$ cat src/design/word_pkg.sv
// Link word layout shared by the datapath
// Width of a word and the positions of its routing bits
package word_pkg;

	// Six-bit link word
	localparam int WORD_W = 6;

	// Virtual channel select
	// 0 goes to VC0, 1 goes to VC1
	localparam int VC_BIT = 5;

	// Destination select
	// 0 goes to D0, 1 goes to D1
	localparam int DST_BIT = 4;

	// Bits 3..0 are payload, never decoded here

endpackage

$ cat src/design/ctrl_pkg.sv
// Control definitions for the link
// State codes, pause threshold width and watched FIFO count
package ctrl_pkg;

	// Pause threshold width, enough for a 16-deep FIFO
	localparam int THR_W = 4;

	// Main, VC0, VC1, D0, D1
	localparam int NUM_FIFOS = 5;

	// Control machine state encoding
	localparam int ST_W = 3;
	localparam logic [ST_W-1:0] ST_RESET  = 3'd0;
	localparam logic [ST_W-1:0] ST_INIT   = 3'd1;
	localparam logic [ST_W-1:0] ST_IDLE   = 3'd2;
	localparam logic [ST_W-1:0] ST_ACTIVE = 3'd3;
	localparam logic [ST_W-1:0] ST_ERROR  = 3'd4;

endpackage

$ cat src/design/sync_fifo.sv
// Synchronous FIFO with registered read port
// Raises pause near full and flags pushes that overflow
`timescale 1ns/1ps

module sync_fifo #(
	parameter int DEPTH = 4
) (
	input  logic                        clk,
	input  logic                        reset_L,
	input  logic                        push,
	input  logic                        pop,
	input  logic [word_pkg::WORD_W-1:0] wr_data,
	input  logic [ctrl_pkg::THR_W-1:0]  thr,
	output logic [word_pkg::WORD_W-1:0] rd_data,
	output logic                        rd_valid,
	output logic                        pause,
	output logic                        full,
	output logic                        empty,
	output logic                        error
);
	import word_pkg::*;
	import ctrl_pkg::*;

	localparam int PTR_W = (DEPTH > 1) ? $clog2(DEPTH) : 1;
	localparam int CNT_W = $clog2(DEPTH + 1);
	// Room for count plus threshold without wrap
	localparam int SUM_W = ((CNT_W > THR_W) ? CNT_W : THR_W) + 1;

	logic [WORD_W-1:0] mem [DEPTH];
	logic [PTR_W-1:0]  wr_ptr;
	logic [PTR_W-1:0]  rd_ptr;
	logic [CNT_W-1:0]  count;
	logic              do_push;
	logic              do_pop;
	logic [SUM_W-1:0]  fill_sum;

	// Pointer advance with wrap at DEPTH
	function automatic logic [PTR_W-1:0] ptr_next(input logic [PTR_W-1:0] p);
		if (p == PTR_W'(DEPTH - 1))
			return '0;
		return p + 1'b1;
	endfunction

	// Levels straight from the count
	assign full  = (count == CNT_W'(DEPTH));
	assign empty = (count == '0);

	// Pop frees the head slot in the same cycle
	// so a push while full still fits when paired with a pop
	assign do_pop  = pop && !empty;
	assign do_push = push && (!full || do_pop);

	// count >= DEPTH - thr, rearranged to avoid underflow
	assign fill_sum = SUM_W'(count) + SUM_W'(thr);
	assign pause    = (fill_sum >= SUM_W'(DEPTH));

	// Pointers, count and strobes
	always_ff @(posedge clk) begin
		if (!reset_L) begin
			wr_ptr   <= '0;
			rd_ptr   <= '0;
			count    <= '0;
			rd_valid <= 1'b0;
			error    <= 1'b0;
		end else begin
			rd_valid <= do_pop;
			// Dropped word, one-cycle flag
			error <= push && full && !do_pop;
			if (do_push)
				wr_ptr <= ptr_next(wr_ptr);
			if (do_pop)
				rd_ptr <= ptr_next(rd_ptr);
			case ({do_push, do_pop})
				2'b10:   count <= count + 1'b1;
				2'b01:   count <= count - 1'b1;
				default: count <= count;
			endcase
		end
	end

	// Storage and registered head word
	always_ff @(posedge clk) begin
		if (do_push)
			mem[wr_ptr] <= wr_data;
		if (do_pop)
			rd_data <= mem[rd_ptr];
	end

endmodule

$ cat src/design/vc_ingress.sv
// Ingress stage between main FIFO and the VC FIFOs
// Pops the main FIFO and steers each word by its VC bit
`timescale 1ns/1ps

module vc_ingress (
	input  logic                        clk,
	input  logic                        reset_L,
	input  logic                        main_empty,
	input  logic [word_pkg::WORD_W-1:0] main_rd_data,
	input  logic                        main_rd_valid,
	input  logic                        pause_vc0,
	input  logic                        pause_vc1,
	output logic                        main_pop,
	output logic                        vc0_push,
	output logic                        vc1_push,
	output logic [word_pkg::WORD_W-1:0] vc_data
);
	import word_pkg::*;

	logic vc_sel;

	// Pop decision taken at the edge
	// Either VC pause stops the stage, the threshold covers words in flight
	// A pop that lands on an empty FIFO is ignored there
	always_ff @(posedge clk) begin
		if (!reset_L)
			main_pop <= 1'b0;
		else
			main_pop <= !main_empty && !pause_vc0 && !pause_vc1;
	end

	// Returned word goes straight to both VC FIFOs
	assign vc_data = main_rd_data;

	// Route by VC bit
	assign vc_sel = main_rd_data[VC_BIT];

	// Only one push per returned word
	assign vc0_push = main_rd_valid && !vc_sel;
	assign vc1_push = main_rd_valid && vc_sel;

endmodule

$ cat src/design/vc_arbiter.sv
// Strict-priority arbiter between the VC FIFOs
// Pops VC0 first and steers each word to D0 or D1 by its destination bit
`timescale 1ns/1ps

module vc_arbiter (
	input  logic                        clk,
	input  logic                        reset_L,
	input  logic                        vc0_empty,
	input  logic                        vc1_empty,
	input  logic [word_pkg::WORD_W-1:0] vc0_rd_data,
	input  logic                        vc0_rd_valid,
	input  logic [word_pkg::WORD_W-1:0] vc1_rd_data,
	input  logic                        vc1_rd_valid,
	input  logic                        pause_d0,
	input  logic                        pause_d1,
	output logic                        vc0_pop,
	output logic                        vc1_pop,
	output logic                        d0_push,
	output logic                        d1_push,
	output logic [word_pkg::WORD_W-1:0] dst_data
);
	import word_pkg::*;

	logic              dst_ok;
	logic              vc0_pick;
	logic              vc1_pick;
	logic [WORD_W-1:0] sel_data;
	logic              sel_valid;

	// Destination side can take a word
	assign dst_ok = !pause_d0 && !pause_d1;

	// Registered pick from the empty levels
	// VC1 only when VC0 has nothing
	always_ff @(posedge clk) begin
		if (!reset_L) begin
			vc0_pick <= 1'b0;
			vc1_pick <= 1'b0;
		end else begin
			vc0_pick <= !vc0_empty;
			vc1_pick <= vc0_empty && !vc1_empty;
		end
	end

	// Destination pause holds the pop off in the same cycle
	// Keeps at most two words in flight toward D0 and D1
	assign vc0_pop = vc0_pick && dst_ok;
	assign vc1_pop = vc1_pick && dst_ok;

	// Pops are exclusive, so at most one word returns per cycle
	assign sel_valid = vc0_rd_valid || vc1_rd_valid;
	assign sel_data  = vc0_rd_valid ? vc0_rd_data : vc1_rd_data;

	// Registered push strobes decoded on destination bit
	always_ff @(posedge clk) begin
		if (!reset_L) begin
			d0_push <= 1'b0;
			d1_push <= 1'b0;
		end else begin
			d0_push <= sel_valid && !sel_data[DST_BIT];
			d1_push <= sel_valid && sel_data[DST_BIT];
		end
	end

	// Payload register
	always_ff @(posedge clk) begin
		dst_data <= sel_data;
	end

endmodule

$ cat src/design/link_ctrl_fsm.sv
// Link control machine
// Latches pause thresholds during init and reports idle, active and error
`timescale 1ns/1ps

module link_ctrl_fsm (
	input  logic                          clk,
	input  logic                          reset_L,
	input  logic                          init,
	input  logic [ctrl_pkg::THR_W-1:0]    thr_main_in,
	input  logic [ctrl_pkg::THR_W-1:0]    thr_vc_in,
	input  logic [ctrl_pkg::THR_W-1:0]    thr_dst_in,
	input  logic [ctrl_pkg::NUM_FIFOS-1:0] fifo_empty,
	input  logic [ctrl_pkg::NUM_FIFOS-1:0] fifo_error,
	output logic [ctrl_pkg::THR_W-1:0]    thr_main,
	output logic [ctrl_pkg::THR_W-1:0]    thr_vc,
	output logic [ctrl_pkg::THR_W-1:0]    thr_dst,
	output logic                          idle_out,
	output logic                          active_out,
	output logic                          error_out
);
	import ctrl_pkg::*;

	// Default threshold covers two words in flight
	localparam logic [THR_W-1:0] THR_RST = THR_W'(2);

	logic [ST_W-1:0] state;
	logic [ST_W-1:0] next_state;
	logic            all_empty;
	logic            any_error;

	assign all_empty = &fifo_empty;
	assign any_error = |fifo_error;

	always_comb begin
		next_state = state;
		case (state)
			ST_RESET:  next_state = init ? ST_INIT : ST_IDLE;
			ST_INIT:   if (!init) next_state = all_empty ? ST_IDLE : ST_ACTIVE;
			ST_IDLE,
			ST_ACTIVE: next_state = init ? ST_INIT : (all_empty ? ST_IDLE : ST_ACTIVE);
			ST_ERROR:  next_state = ST_ERROR;
			default:   next_state = ST_RESET;
		endcase
		// Error wins over everything once out of reset, sticky
		if (any_error && state != ST_RESET)
			next_state = ST_ERROR;
	end

	// State, flags and thresholds
	always_ff @(posedge clk) begin
		if (!reset_L) begin
			state      <= ST_RESET;
			idle_out   <= 1'b0;
			active_out <= 1'b0;
			error_out  <= 1'b0;
			thr_main   <= THR_RST;
			thr_vc     <= THR_RST;
			thr_dst    <= THR_RST;
		end else begin
			state      <= next_state;
			idle_out   <= (next_state == ST_IDLE);
			active_out <= (next_state == ST_ACTIVE);
			error_out  <= (next_state == ST_ERROR);
			// Sampled every INIT cycle
			if (state == ST_INIT) begin
				thr_main <= thr_main_in;
				thr_vc   <= thr_vc_in;
				thr_dst  <= thr_dst_in;
			end
		end
	end

endmodule

$ cat src/design/pcie_trans.sv
// Transaction layer datapath top
// Main FIFO, two VC FIFOs, two destination FIFOs, ingress, arbiter and control
`timescale 1ns/1ps

module pcie_trans #(
	parameter int MAIN_DEPTH = 4,
	parameter int VC_DEPTH   = 16,
	parameter int DST_DEPTH  = 4
) (
	input  logic                        clk,
	input  logic                        reset_L,
	input  logic                        init,
	input  logic                        push,
	input  logic [word_pkg::WORD_W-1:0] data_in,
	input  logic                        pop_d0,
	input  logic                        pop_d1,
	input  logic [ctrl_pkg::THR_W-1:0]  thr_main,
	input  logic [ctrl_pkg::THR_W-1:0]  thr_vc,
	input  logic [ctrl_pkg::THR_W-1:0]  thr_dst,
	output logic [word_pkg::WORD_W-1:0] data_out0,
	output logic [word_pkg::WORD_W-1:0] data_out1,
	output logic                        valid_out0,
	output logic                        valid_out1,
	output logic                        pause_main,
	output logic                        active_out,
	output logic                        idle_out,
	output logic                        error_out
);
	import word_pkg::*;
	import ctrl_pkg::*;

	// Main FIFO side
	logic [WORD_W-1:0] main_rd_data;
	logic              main_rd_valid, main_pop, main_empty, main_err;
	// VC stage
	logic [WORD_W-1:0] vc_data, vc0_rd_data, vc1_rd_data;
	logic              vc0_push, vc1_push, vc0_pop, vc1_pop;
	logic              vc0_rd_valid, vc1_rd_valid, vc0_pause, vc1_pause;
	logic              vc0_empty, vc1_empty, vc0_err, vc1_err;
	// Destination stage
	logic [WORD_W-1:0] dst_data;
	logic              d0_push, d1_push, d0_pause, d1_pause;
	logic              d0_empty, d1_empty, d0_err, d1_err;
	// Latched thresholds and flag buses
	logic [THR_W-1:0]     thr_main_q, thr_vc_q, thr_dst_q;
	logic [NUM_FIFOS-1:0] fifo_empty, fifo_error;

	// Bit order main, VC0, VC1, D0, D1 from LSB
	assign fifo_empty = {d1_empty, d0_empty, vc1_empty, vc0_empty, main_empty};
	assign fifo_error = {d1_err, d0_err, vc1_err, vc0_err, main_err};

	sync_fifo #(.DEPTH(MAIN_DEPTH)) i_main_fifo (.clk(clk), .reset_L(reset_L),
		.push(push), .pop(main_pop), .wr_data(data_in), .thr(thr_main_q),
		.rd_data(main_rd_data), .rd_valid(main_rd_valid), .pause(pause_main),
		.full(), .empty(main_empty), .error(main_err));

	vc_ingress i_vc_ingress (.clk(clk), .reset_L(reset_L), .main_empty(main_empty),
		.main_rd_data(main_rd_data), .main_rd_valid(main_rd_valid),
		.pause_vc0(vc0_pause), .pause_vc1(vc1_pause), .main_pop(main_pop),
		.vc0_push(vc0_push), .vc1_push(vc1_push), .vc_data(vc_data));

	// Both VC FIFOs share thr_vc
	sync_fifo #(.DEPTH(VC_DEPTH)) i_vc0_fifo (.clk(clk), .reset_L(reset_L),
		.push(vc0_push), .pop(vc0_pop), .wr_data(vc_data), .thr(thr_vc_q),
		.rd_data(vc0_rd_data), .rd_valid(vc0_rd_valid), .pause(vc0_pause),
		.full(), .empty(vc0_empty), .error(vc0_err));

	sync_fifo #(.DEPTH(VC_DEPTH)) i_vc1_fifo (.clk(clk), .reset_L(reset_L),
		.push(vc1_push), .pop(vc1_pop), .wr_data(vc_data), .thr(thr_vc_q),
		.rd_data(vc1_rd_data), .rd_valid(vc1_rd_valid), .pause(vc1_pause),
		.full(), .empty(vc1_empty), .error(vc1_err));

	vc_arbiter i_vc_arbiter (.clk(clk), .reset_L(reset_L), .vc0_empty(vc0_empty),
		.vc1_empty(vc1_empty), .vc0_rd_data(vc0_rd_data), .vc0_rd_valid(vc0_rd_valid),
		.vc1_rd_data(vc1_rd_data), .vc1_rd_valid(vc1_rd_valid), .pause_d0(d0_pause),
		.pause_d1(d1_pause), .vc0_pop(vc0_pop), .vc1_pop(vc1_pop),
		.d0_push(d0_push), .d1_push(d1_push), .dst_data(dst_data));

	// Destination FIFOs drained by the outside, thr_dst on both
	sync_fifo #(.DEPTH(DST_DEPTH)) i_d0_fifo (.clk(clk), .reset_L(reset_L),
		.push(d0_push), .pop(pop_d0), .wr_data(dst_data), .thr(thr_dst_q),
		.rd_data(data_out0), .rd_valid(valid_out0), .pause(d0_pause),
		.full(), .empty(d0_empty), .error(d0_err));

	sync_fifo #(.DEPTH(DST_DEPTH)) i_d1_fifo (.clk(clk), .reset_L(reset_L),
		.push(d1_push), .pop(pop_d1), .wr_data(dst_data), .thr(thr_dst_q),
		.rd_data(data_out1), .rd_valid(valid_out1), .pause(d1_pause),
		.full(), .empty(d1_empty), .error(d1_err));

	link_ctrl_fsm i_link_ctrl_fsm (.clk(clk), .reset_L(reset_L), .init(init),
		.thr_main_in(thr_main), .thr_vc_in(thr_vc), .thr_dst_in(thr_dst),
		.fifo_empty(fifo_empty), .fifo_error(fifo_error),
		.thr_main(thr_main_q), .thr_vc(thr_vc_q), .thr_dst(thr_dst_q),
		.idle_out(idle_out), .active_out(active_out), .error_out(error_out));

endmodule

$ cat config.mk
export PLATFORM = sky130hd
export DESIGN_NAME = pcie_trans
export DESIGN_NICKNAME = d
export VERILOG_FILES = /design/src/design/word_pkg.sv /design/src/design/ctrl_pkg.sv /design/src/design/sync_fifo.sv /design/src/design/vc_ingress.sv /design/src/design/vc_arbiter.sv /design/src/design/link_ctrl_fsm.sv /design/src/design/pcie_trans.sv
export SDC_FILE = /design/constraint.sdc
export NUM_CORES = 1
export LEC_CHECK = 0
export BUFFER_PORTS_ARGS = -buffer_cell sky130_fd_sc_hd__buf_4
export CAP_MARGIN = 20
export CORE_MARGIN = 2
export CORE_UTILIZATION = 30
export DETAILED_ROUTE_END_ITERATION = 12
export PLACE_DENSITY = 0.54
export SLEW_MARGIN = 20
export SYNTH_ARGS = -nofsm -noshare
export SYNTH_HDL_FRONTEND = slang
export SYNTH_SLANG_ARGS = --single-unit
$ cat constraint.sdc
create_clock -name clk -period 9 [get_ports clk]
set_input_delay 1.8 -clock clk [delete_from_list [all_inputs] [get_ports clk]]
set_output_delay 1.8 -clock clk [all_outputs]
set_load 0.02 [all_outputs]
# --- Word level (Yosys, flattened, before mapping) ---
# Memory sizes are Yosys's and may differ from the RTL's. A register that Yosys moved wholly into a read port is not among the register bits.
# Cells that the tools add are included.
word_totals:
  regBits: 86
  mem_bits_rw: 264
  inputBits: 24
  out_inout_bits: 18
  word_cells: 250
  memories: 5
memory_table:
  columns: ["name", "words", "width", "read_ports", "rd_ports_with_merged_regs", "wr", "line_no", "rtl"]
  rows:
  - ["i_vc0_fifo.mem", 16, 6, 1, 1, 1, "sync_fifo.sv:29", "logic [WORD_W-1:0] mem [DEPTH];"]
  - ["i_vc1_fifo.mem", 16, 6, 1, 1, 1, "sync_fifo.sv:29", null]
  - ["i_d0_fifo.mem", 4, 6, 1, 1, 1, "sync_fifo.sv:29", null]
  - ["i_d1_fifo.mem", 4, 6, 1, 1, 1, "sync_fifo.sv:29", null]
  - ["i_main_fifo.mem", 4, 6, 1, 1, 1, "sync_fifo.sv:29", null]
op_classes:
  addsub: 25
  order_cmp: 5
  eq_ne: 32
  n_mux: 72
  reduce_logical: 73
op_table:
  columns: ["operator", "n"]
  rows:
  - ["two-way mux 1 bit", 41]
  - ["two-way mux 4 bit", 8]
  - ["logical AND 1 bit", 31]
  - ["two-way mux 2 bit", 13]
  - ["== test 2 bit (second input constant)", 11]
  - ["logical NOT 1 bit", 21]
  - ["one-hot mux 5 bit (2 select lines)", 2]
  - ["one-hot mux 3 bit (2 select lines)", 3]
  - ["adder 4 x 1 -> 4 bit (second input constant)", 4]
  - ["== test 4 bit (second input constant)", 4]
  - ["adder 3 x 4 -> 5 bit", 3]
  - ["== test 3 bit (second input constant)", 5]
  - [">= comparator 5 x 3 -> 1 bit (second input constant)", 3]
  - ["adder 2 x 1 -> 2 bit (second input constant)", 6]
  - ["adder 5 x 4 -> 6 bit", 2]
  - ["== test 3 x 2 -> 1 bit (second input constant)", 4]
  - [">= comparator 6 x 5 -> 1 bit (second input constant)", 2]
  - ["logical NOT 3 bit", 4]
  - ["one-hot mux 3 bit (4 select lines)", 1]
  - ["adder 5 x 1 -> 5 bit (second input constant)", 2]
  - ["== test 2 x 1 -> 1 bit (second input constant)", 5]
  - ["== test 5 bit (second input constant)", 2]
  - ["logical NOT 5 bit", 2]
  - ["nonzero test 2 bit", 5]
  - ["other kinds (11)", 23]

# --- Longest topological paths before layout ---
depth:
  ltp_word: 11
  mapped_depth: 16
  ltp_nobuf: 16

# --- Modules after synthesis ---
# A second synthesis with hierarchy kept.
hier_totals:
  cells_unflattened: 1033
  hier_area_um2: 15935.3
by_module_without_submodules:
  columns: ["module", "n_inst", "cells_each", "area_per_inst_um2", "seq_area_each_um2"]
  rows:
  - ["sync_fifo (i_vc1_fifo)", 1, 293, 4863.4, 3363.2]
  - ["sync_fifo (i_vc0_fifo)", 1, 288, 4839.6, 3363.2]
  - ["sync_fifo (i_d0_fifo ...)", 2, 115, 1709.1, 1081.0]
  - ["sync_fifo (i_d1_fifo)", 1, 106, 1644.1, 1081.0]
  - ["link_ctrl_fsm", 1, 77, 691.9, 360.3]
  - ["vc_arbiter", 1, 29, 385.4, 200.2]
  - ["vc_ingress", 1, 10, 92.6, 20.0]

# --- Least setup slack after synthesis ---
# Ideal clock, no wire load.
synth_timing:
  path_type: "register -> register"
  startpoint: "reg i_d0_fifo.count[0]"
  endpoint: "reg i_vc0_fifo.count[4]"
  setup_ps: 70
  arrival_time_ps: 3799
  required_time_ps: 8930
  path_slack_ps: 5131
  stages_incl_launch_ff: 15
  path_buffers: 0
  period_less_slack_ps: 3869
  path_cell_list: "dfxtp_1 -> ha_1 -> inv_1 -> fa_1 -> nor4b_4 -> a21oi_2 -> nor4_4 -> ha_1 -> inv_1 -> fa_1 -> nor2b_1 -> o21ai_1 -> and3_1 -> or4_1 -> a21oi_1"
synth_between:
  elab_chain_len: 10
  elab_cells_between_ends: 12
  cone_classes: "1 x add/sub; 1 x order compare; 2 x eq/ne; 1 x mux; 7 x reduce/logical"
synth_rtl:
  columns: ["element", "line_no", "rtl"]
  rows:
  - ["start: declaration", "sync_fifo.sv:32", "logic [CNT_W-1:0] count;"]
  - ["start signal: assignment", "sync_fifo.sv:74", "2'b10: count <= count + 1'b1;"]
  - ["start signal: assignment", "sync_fifo.sv:75", "2'b01: count <= count - 1'b1;"]
  - ["start signal: assignment", "sync_fifo.sv:76", "default: count <= count;"]
  - ["adder 3 x 4 -> 5 bit *", "sync_fifo.sv:54", "assign fill_sum = SUM_W'(count) + SUM_W'(thr);"]
  - [">= comparator 5 x 3 -> 1 bit *", "sync_fifo.sv:55", "assign pause = (fill_sum >= SUM_W'(DEPTH));"]
  - ["logical NOT 1 bit *", "vc_arbiter.sv:31", "assign dst_ok = !pause_d0 && !pause_d1;"]
  - ["logical AND 1 bit *", "vc_arbiter.sv:31", null]
  - ["logical AND 1 bit *", "vc_arbiter.sv:47", "assign vc0_pop = vc0_pick && dst_ok;"]
  - ["logical AND 1 bit *", "sync_fifo.sv:50", "assign do_pop = pop && !empty;"]
  - ["net i_vc0_fifo.do_pop", "sync_fifo.sv:34", "logic do_pop;"]
  - ["logical OR 1 bit", "sync_fifo.sv:51", "assign do_push = push && (!full || do_pop);"]
  - ["logical AND 1 bit", "sync_fifo.sv:51", null]
  - ["== test 2 x 1 -> 1 bit / == test 2 bit (equally long branches)", "sync_fifo.sv:73", "case ({do_push, do_pop})"]
  - ["one-hot mux 5 bit (2 select lines) / nonzero test 2 bit (equally long branches)", null, null]
  - ["end signal: assignment", "sync_fifo.sv:74", null]
  - ["end signal: assignment", "sync_fifo.sv:75", null]
  - ["end signal: assignment", "sync_fifo.sv:76", null]
  - ["end: declaration", "sync_fifo.sv:32", null]
# The timed path passes the listed nets; every way through them passes the cells marked *.
# A chain may end at the register's enable or synchronous reset.

# --- Worst setup path after layout ---
# Ends and elaborated chain as after synthesis.

==> flow_summary.toml <==
[drt]
drt.antenna.violating_nets = 0
post_detailed_route_drc_marker_count = 0
detailedRoute.firstIterationViolations = 514
dr.pass1.iters = 4
vias_per_cell = 4.75
wl_per_cell_um = 18.0
dr_total_vias = 8379
totalWireLength_um = 31800

[floorplan]
row_count = 83
floorplan.die.height_um = 232
design.core.area_um2 = 51400
dieWidth_um = 232
floorplan.die_area_um2 = 53900
io_pins = 42
floorplan.initialDensity = 0.304

[power_and_ir_drop]
seqPwrFrac = 0.509
power.density_cell_area_nw_per_um2 = 214
pint_mw = 3.04
power_switching_share = 0.216
combinationalPowerShare = 0.051
ir_worst_vdd_mv = 0.131
switchingPower_mw = 0.838
leakagePower_nw = 6.13
share_clk_of_total_power = 0.439

[setup_path]
crit_path_start_kind = "flop"
crit_path_cell_trace = "ha_1 > inv_1 > fa_1 > nor4b_4 > a21oi_2 > nor4_4 > ha_1 > inv_1 > fa_1 > nor2b_1 > o21ai_1 > and3_1 > or4_1 > a21oi_1"
worst-setup-path-type = "reg -> reg"
crit_slowest_cell = "sky130_fd_sc_hd__nor4_4"
worst_ep_arrival_time_ps = 4740
worst-path-buf-inv = 2
critical_path_peak_fanout = 13
worst_path_largest_cell_delay_ps = 770
setup.worst_path.end_class = "flop"
timing.critical_path.max_delay_family = "simple AND/OR/NAND/NOR gates"
cp.required_ps = 9470

[sta]
tightestPinTransition_ps = 945
fin_worst_skew_ps = 17.3
finalSetupTns_ps = 0
final.hold.worst_slack_ps = 463
rsz0062_at_grt = "false"
fmaxAchievable_mhz = 234
finalHoldViolCount = 0
slew_headroom = 0.369
setup_violations = 0
period_needed_ps = 4270
fin_crit_sh = 0.474
final_max_slew_viol_count = 0

[clock_tree]
cts-buffers-inserted = 42
post_cts_resized = 0
cts.path.max_buffers = 3
cts-hold-fix-buffers = 0
worst_setup_hold_path_clk_slew_ps = 60
tritoncts = "built"
clock_sink_count = 380
h-tree-depth = 2
post_cts_repair_setup_buffers = 0
source_to_sink_clock_delay_at_the_later_pin_of_the_worst_skew_pair_ps = 540
ctsRootBufferMaster = "sky130_fd_sc_hd__clkbuf_16"

[layout]
area_delta_synth_final_pct = 16.0
final_core_utilization = 0.353
mostFrequentLayoutCells = "sky130_fd_sc_hd__edfxtp_1 (294), sky130_fd_sc_hd__dfxtp_1 (84), sky130_fd_sc_hd__nand2_1 (70)"
finish.instance_area_um2 = 18100
post_route_cells_drive_above_1_share = 0.198
final_common_cell = "sky130_fd_sc_hd__edfxtp_1"
final_net_count = 1133
diodes = 0

[placement]
place_area_um2 = 16700
buffer_ports.inserted = 41
routabilityCongestion = 0.764
hpwl_um = 20300

[global_route]
grt_max_degree = 58
grt_pass1_vias = 8461
grt_pass1_wl_um = 49400
grt_overflow = 0
antenna_found_initial = 1
grt_usage = 0.119

[synth]
synth_top_flop_cell = "sky130_fd_sc_hd__edfxtp_1"
post_synth_main_area_contributors = "sky130_fd_sc_hd__edfxtp_1 (56%), sky130_fd_sc_hd__dfxtp_1 (11%), sky130_fd_sc_hd__mux4_2 (9.5%), sky130_fd_sc_hd__ha_1 (4.0%), sky130_fd_sc_hd__nand2_1 (1.7%)"
post_synth.cell_area_avg_um2 = 15.7
synth.ff_latch_count = 380
post_synthesis_net_count = 1077
synth.yosys.warnings = 0
synthesized_area_um2 = 15600
synth_cell_types = 60
netlist.top_cell.by_area = "sky130_fd_sc_hd__edfxtp_1"
synth_largest_type_area_fraction = 0.565
asyncSetResetFlopFracSynth = 0
yosysSeqAreaShare = 0.675
synth_cells = 995
number_of_enable_flip_flop_cells_after_synthesis = 294

[status]
status = "finished, final reports clean"

[min_path]
min_path_type = "reg -> reg"

[run]
drv_cap = 0
[layout make-up]
class / count / area [um^2]
multi-input cells: 530 / 4750
flip-flops and latches: 380 / 10600
repair buffers: 55 / 435
fillers: 4905 / 33300
inverters: 42 / 158
clock buffers: 54 / 1150
well taps: 680 / 851
clock inverters: 23 / 239
[per-layer routing]
metal,up-vias,share of wire,GRT usage
met2,142,0.47,0.189
li1,3922,-,-
met4,2,0.019,0.0345
met5,-,0.00031,0
met1,4272,0.48,0.166
met3,41,0.037,0.0219
[registers in the layout, indices dropped and copies added, names as in the netlist, 5 cells and up]
| register | flops |
|---|---|
| i_main_fifo.rd_data | 6 |
| i_d1_fifo.rd_data | 6 |
| i_main_fifo.mem | 24 |
| i_d0_fifo.rd_data | 6 |
| i_vc1_fifo.mem | 96 |
| i_vc0_fifo.count | 5 |
| i_vc0_fifo.mem | 96 |
| i_d1_fifo.mem | 24 |
| i_d0_fifo.mem | 24 |
| i_vc1_fifo.rd_data | 6 |
| i_vc_arbiter.dst_data | 6 |
| i_vc0_fifo.rd_data | 6 |
| i_vc1_fifo.count | 5 |
[power by group through the flow]
stage,Combinational [mW],Clock [mW],Sequential (mW)
2_1_floorplan,0.113,0,2.01
3_3_place_gp,0.180,0,2.02
3_5_place_dp,0.185,0,2.03
4_1_cts,0.186,1.75,1.99
5_1_grt,0.223,1.81,1.98
6_report,0.199,1.70,1.98
[worst paths after layout]
| kind | startpoint | to | slack [ps] | cells after the start |
|---|---|---|---|---|
| worst max-delay path | i_d0_fifo.count[0]$_SDFFE_PN0P_ | i_vc0_fifo.count[4]$_SDFFE_PN0P_ | 4730 | 14 |
| worst min-delay path | i_link_ctrl_fsm.thr_main[3]$_SDFFE_PN0P_ | i_link_ctrl_fsm.thr_main[3]$_SDFFE_PN0P_ | 460 | 2 |
| worst max register to register | i_d0_fifo.count[0]$_SDFFE_PN0P_ | i_vc0_fifo.count[4]$_SDFFE_PN0P_ | 4730 | 14 |
| worst min register to register | i_link_ctrl_fsm.thr_main[3]$_SDFFE_PN0P_ | i_link_ctrl_fsm.thr_main[3]$_SDFFE_PN0P_ | 460 | 2 |
[through the flow]
stage          setup WS [ps]  std cells  total power [mW]
2_1_floorplan           5130        995              2.13
3_3_place_gp            4800       1684              2.21
3_5_place_dp            4730       1684              2.21
4_1_cts                 4680       1761              3.93
5_1_grt                 4380       1764              4.02
6_report                4730       1764              3.88
[synth_stat cells, types with 4 or more instances]
master                     instances
sky130_fd_sc_hd__edfxtp_1        294
sky130_fd_sc_hd__dfxtp_1          86
sky130_fd_sc_hd__nand2_1          70
sky130_fd_sc_hd__mux4_2           66
sky130_fd_sc_hd__nor2_1           51
sky130_fd_sc_hd__ha_1             50
sky130_fd_sc_hd__a21oi_1          48
sky130_fd_sc_hd__inv_1            41
sky130_fd_sc_hd__and3_1           28
sky130_fd_sc_hd__nor2b_1          27
sky130_fd_sc_hd__clkbuf_1         24
sky130_fd_sc_hd__mux2i_1          19
sky130_fd_sc_hd__and2_1           17
sky130_fd_sc_hd__a31oi_1          14
sky130_fd_sc_hd__a211oi_1         12
sky130_fd_sc_hd__buf_1            11
sky130_fd_sc_hd__nor3_1            9
sky130_fd_sc_hd__fa_1              8
sky130_fd_sc_hd__nand3_1           8
sky130_fd_sc_hd__o21ai_0           8
sky130_fd_sc_hd__or3_1             8
sky130_fd_sc_hd__and4_1            7
sky130_fd_sc_hd__buf_2             7
sky130_fd_sc_hd__xor2_1            7
sky130_fd_sc_hd__mux2_2            6
sky130_fd_sc_hd__a21o_1            5
sky130_fd_sc_hd__nor4b_1           5
sky130_fd_sc_hd__a31o_2            4
sky130_fd_sc_hd__nor3b_1           4
sky130_fd_sc_hd__nor4_1            4
sky130_fd_sc_hd__or4_1             4
[worst reg2reg max path: cells and delay by family (launching register included)]
kind | cells | cell delay, ps
buffers and inverters | 2 | 140
AOI/OAI and AO/OA | 3 | 440
DFF | 1 | 410
and+or+nand+nor | 5 | 1850
adders and majority gates | 4 | 1340
[cells by family (layout without fill, tap and decap cells)]
kind of cell | Yosys count | count (layout) | synth area share
muxes | 91 | 91 | 0.112
adders and majority gates | 58 | 58 | 0.0503
xor gates and xnor gates | 10 | 10 | 0.00560
AOI/OAI and AO/OA | 115 | 115 | 0.0482
DFF | 380 | 380 | 0.675
buffers and inverters | 85 | 174 | 0.0212
and+or+nand+nor | 256 | 256 | 0.0883
Note: power is estimated with default switching activity, not from simulation.
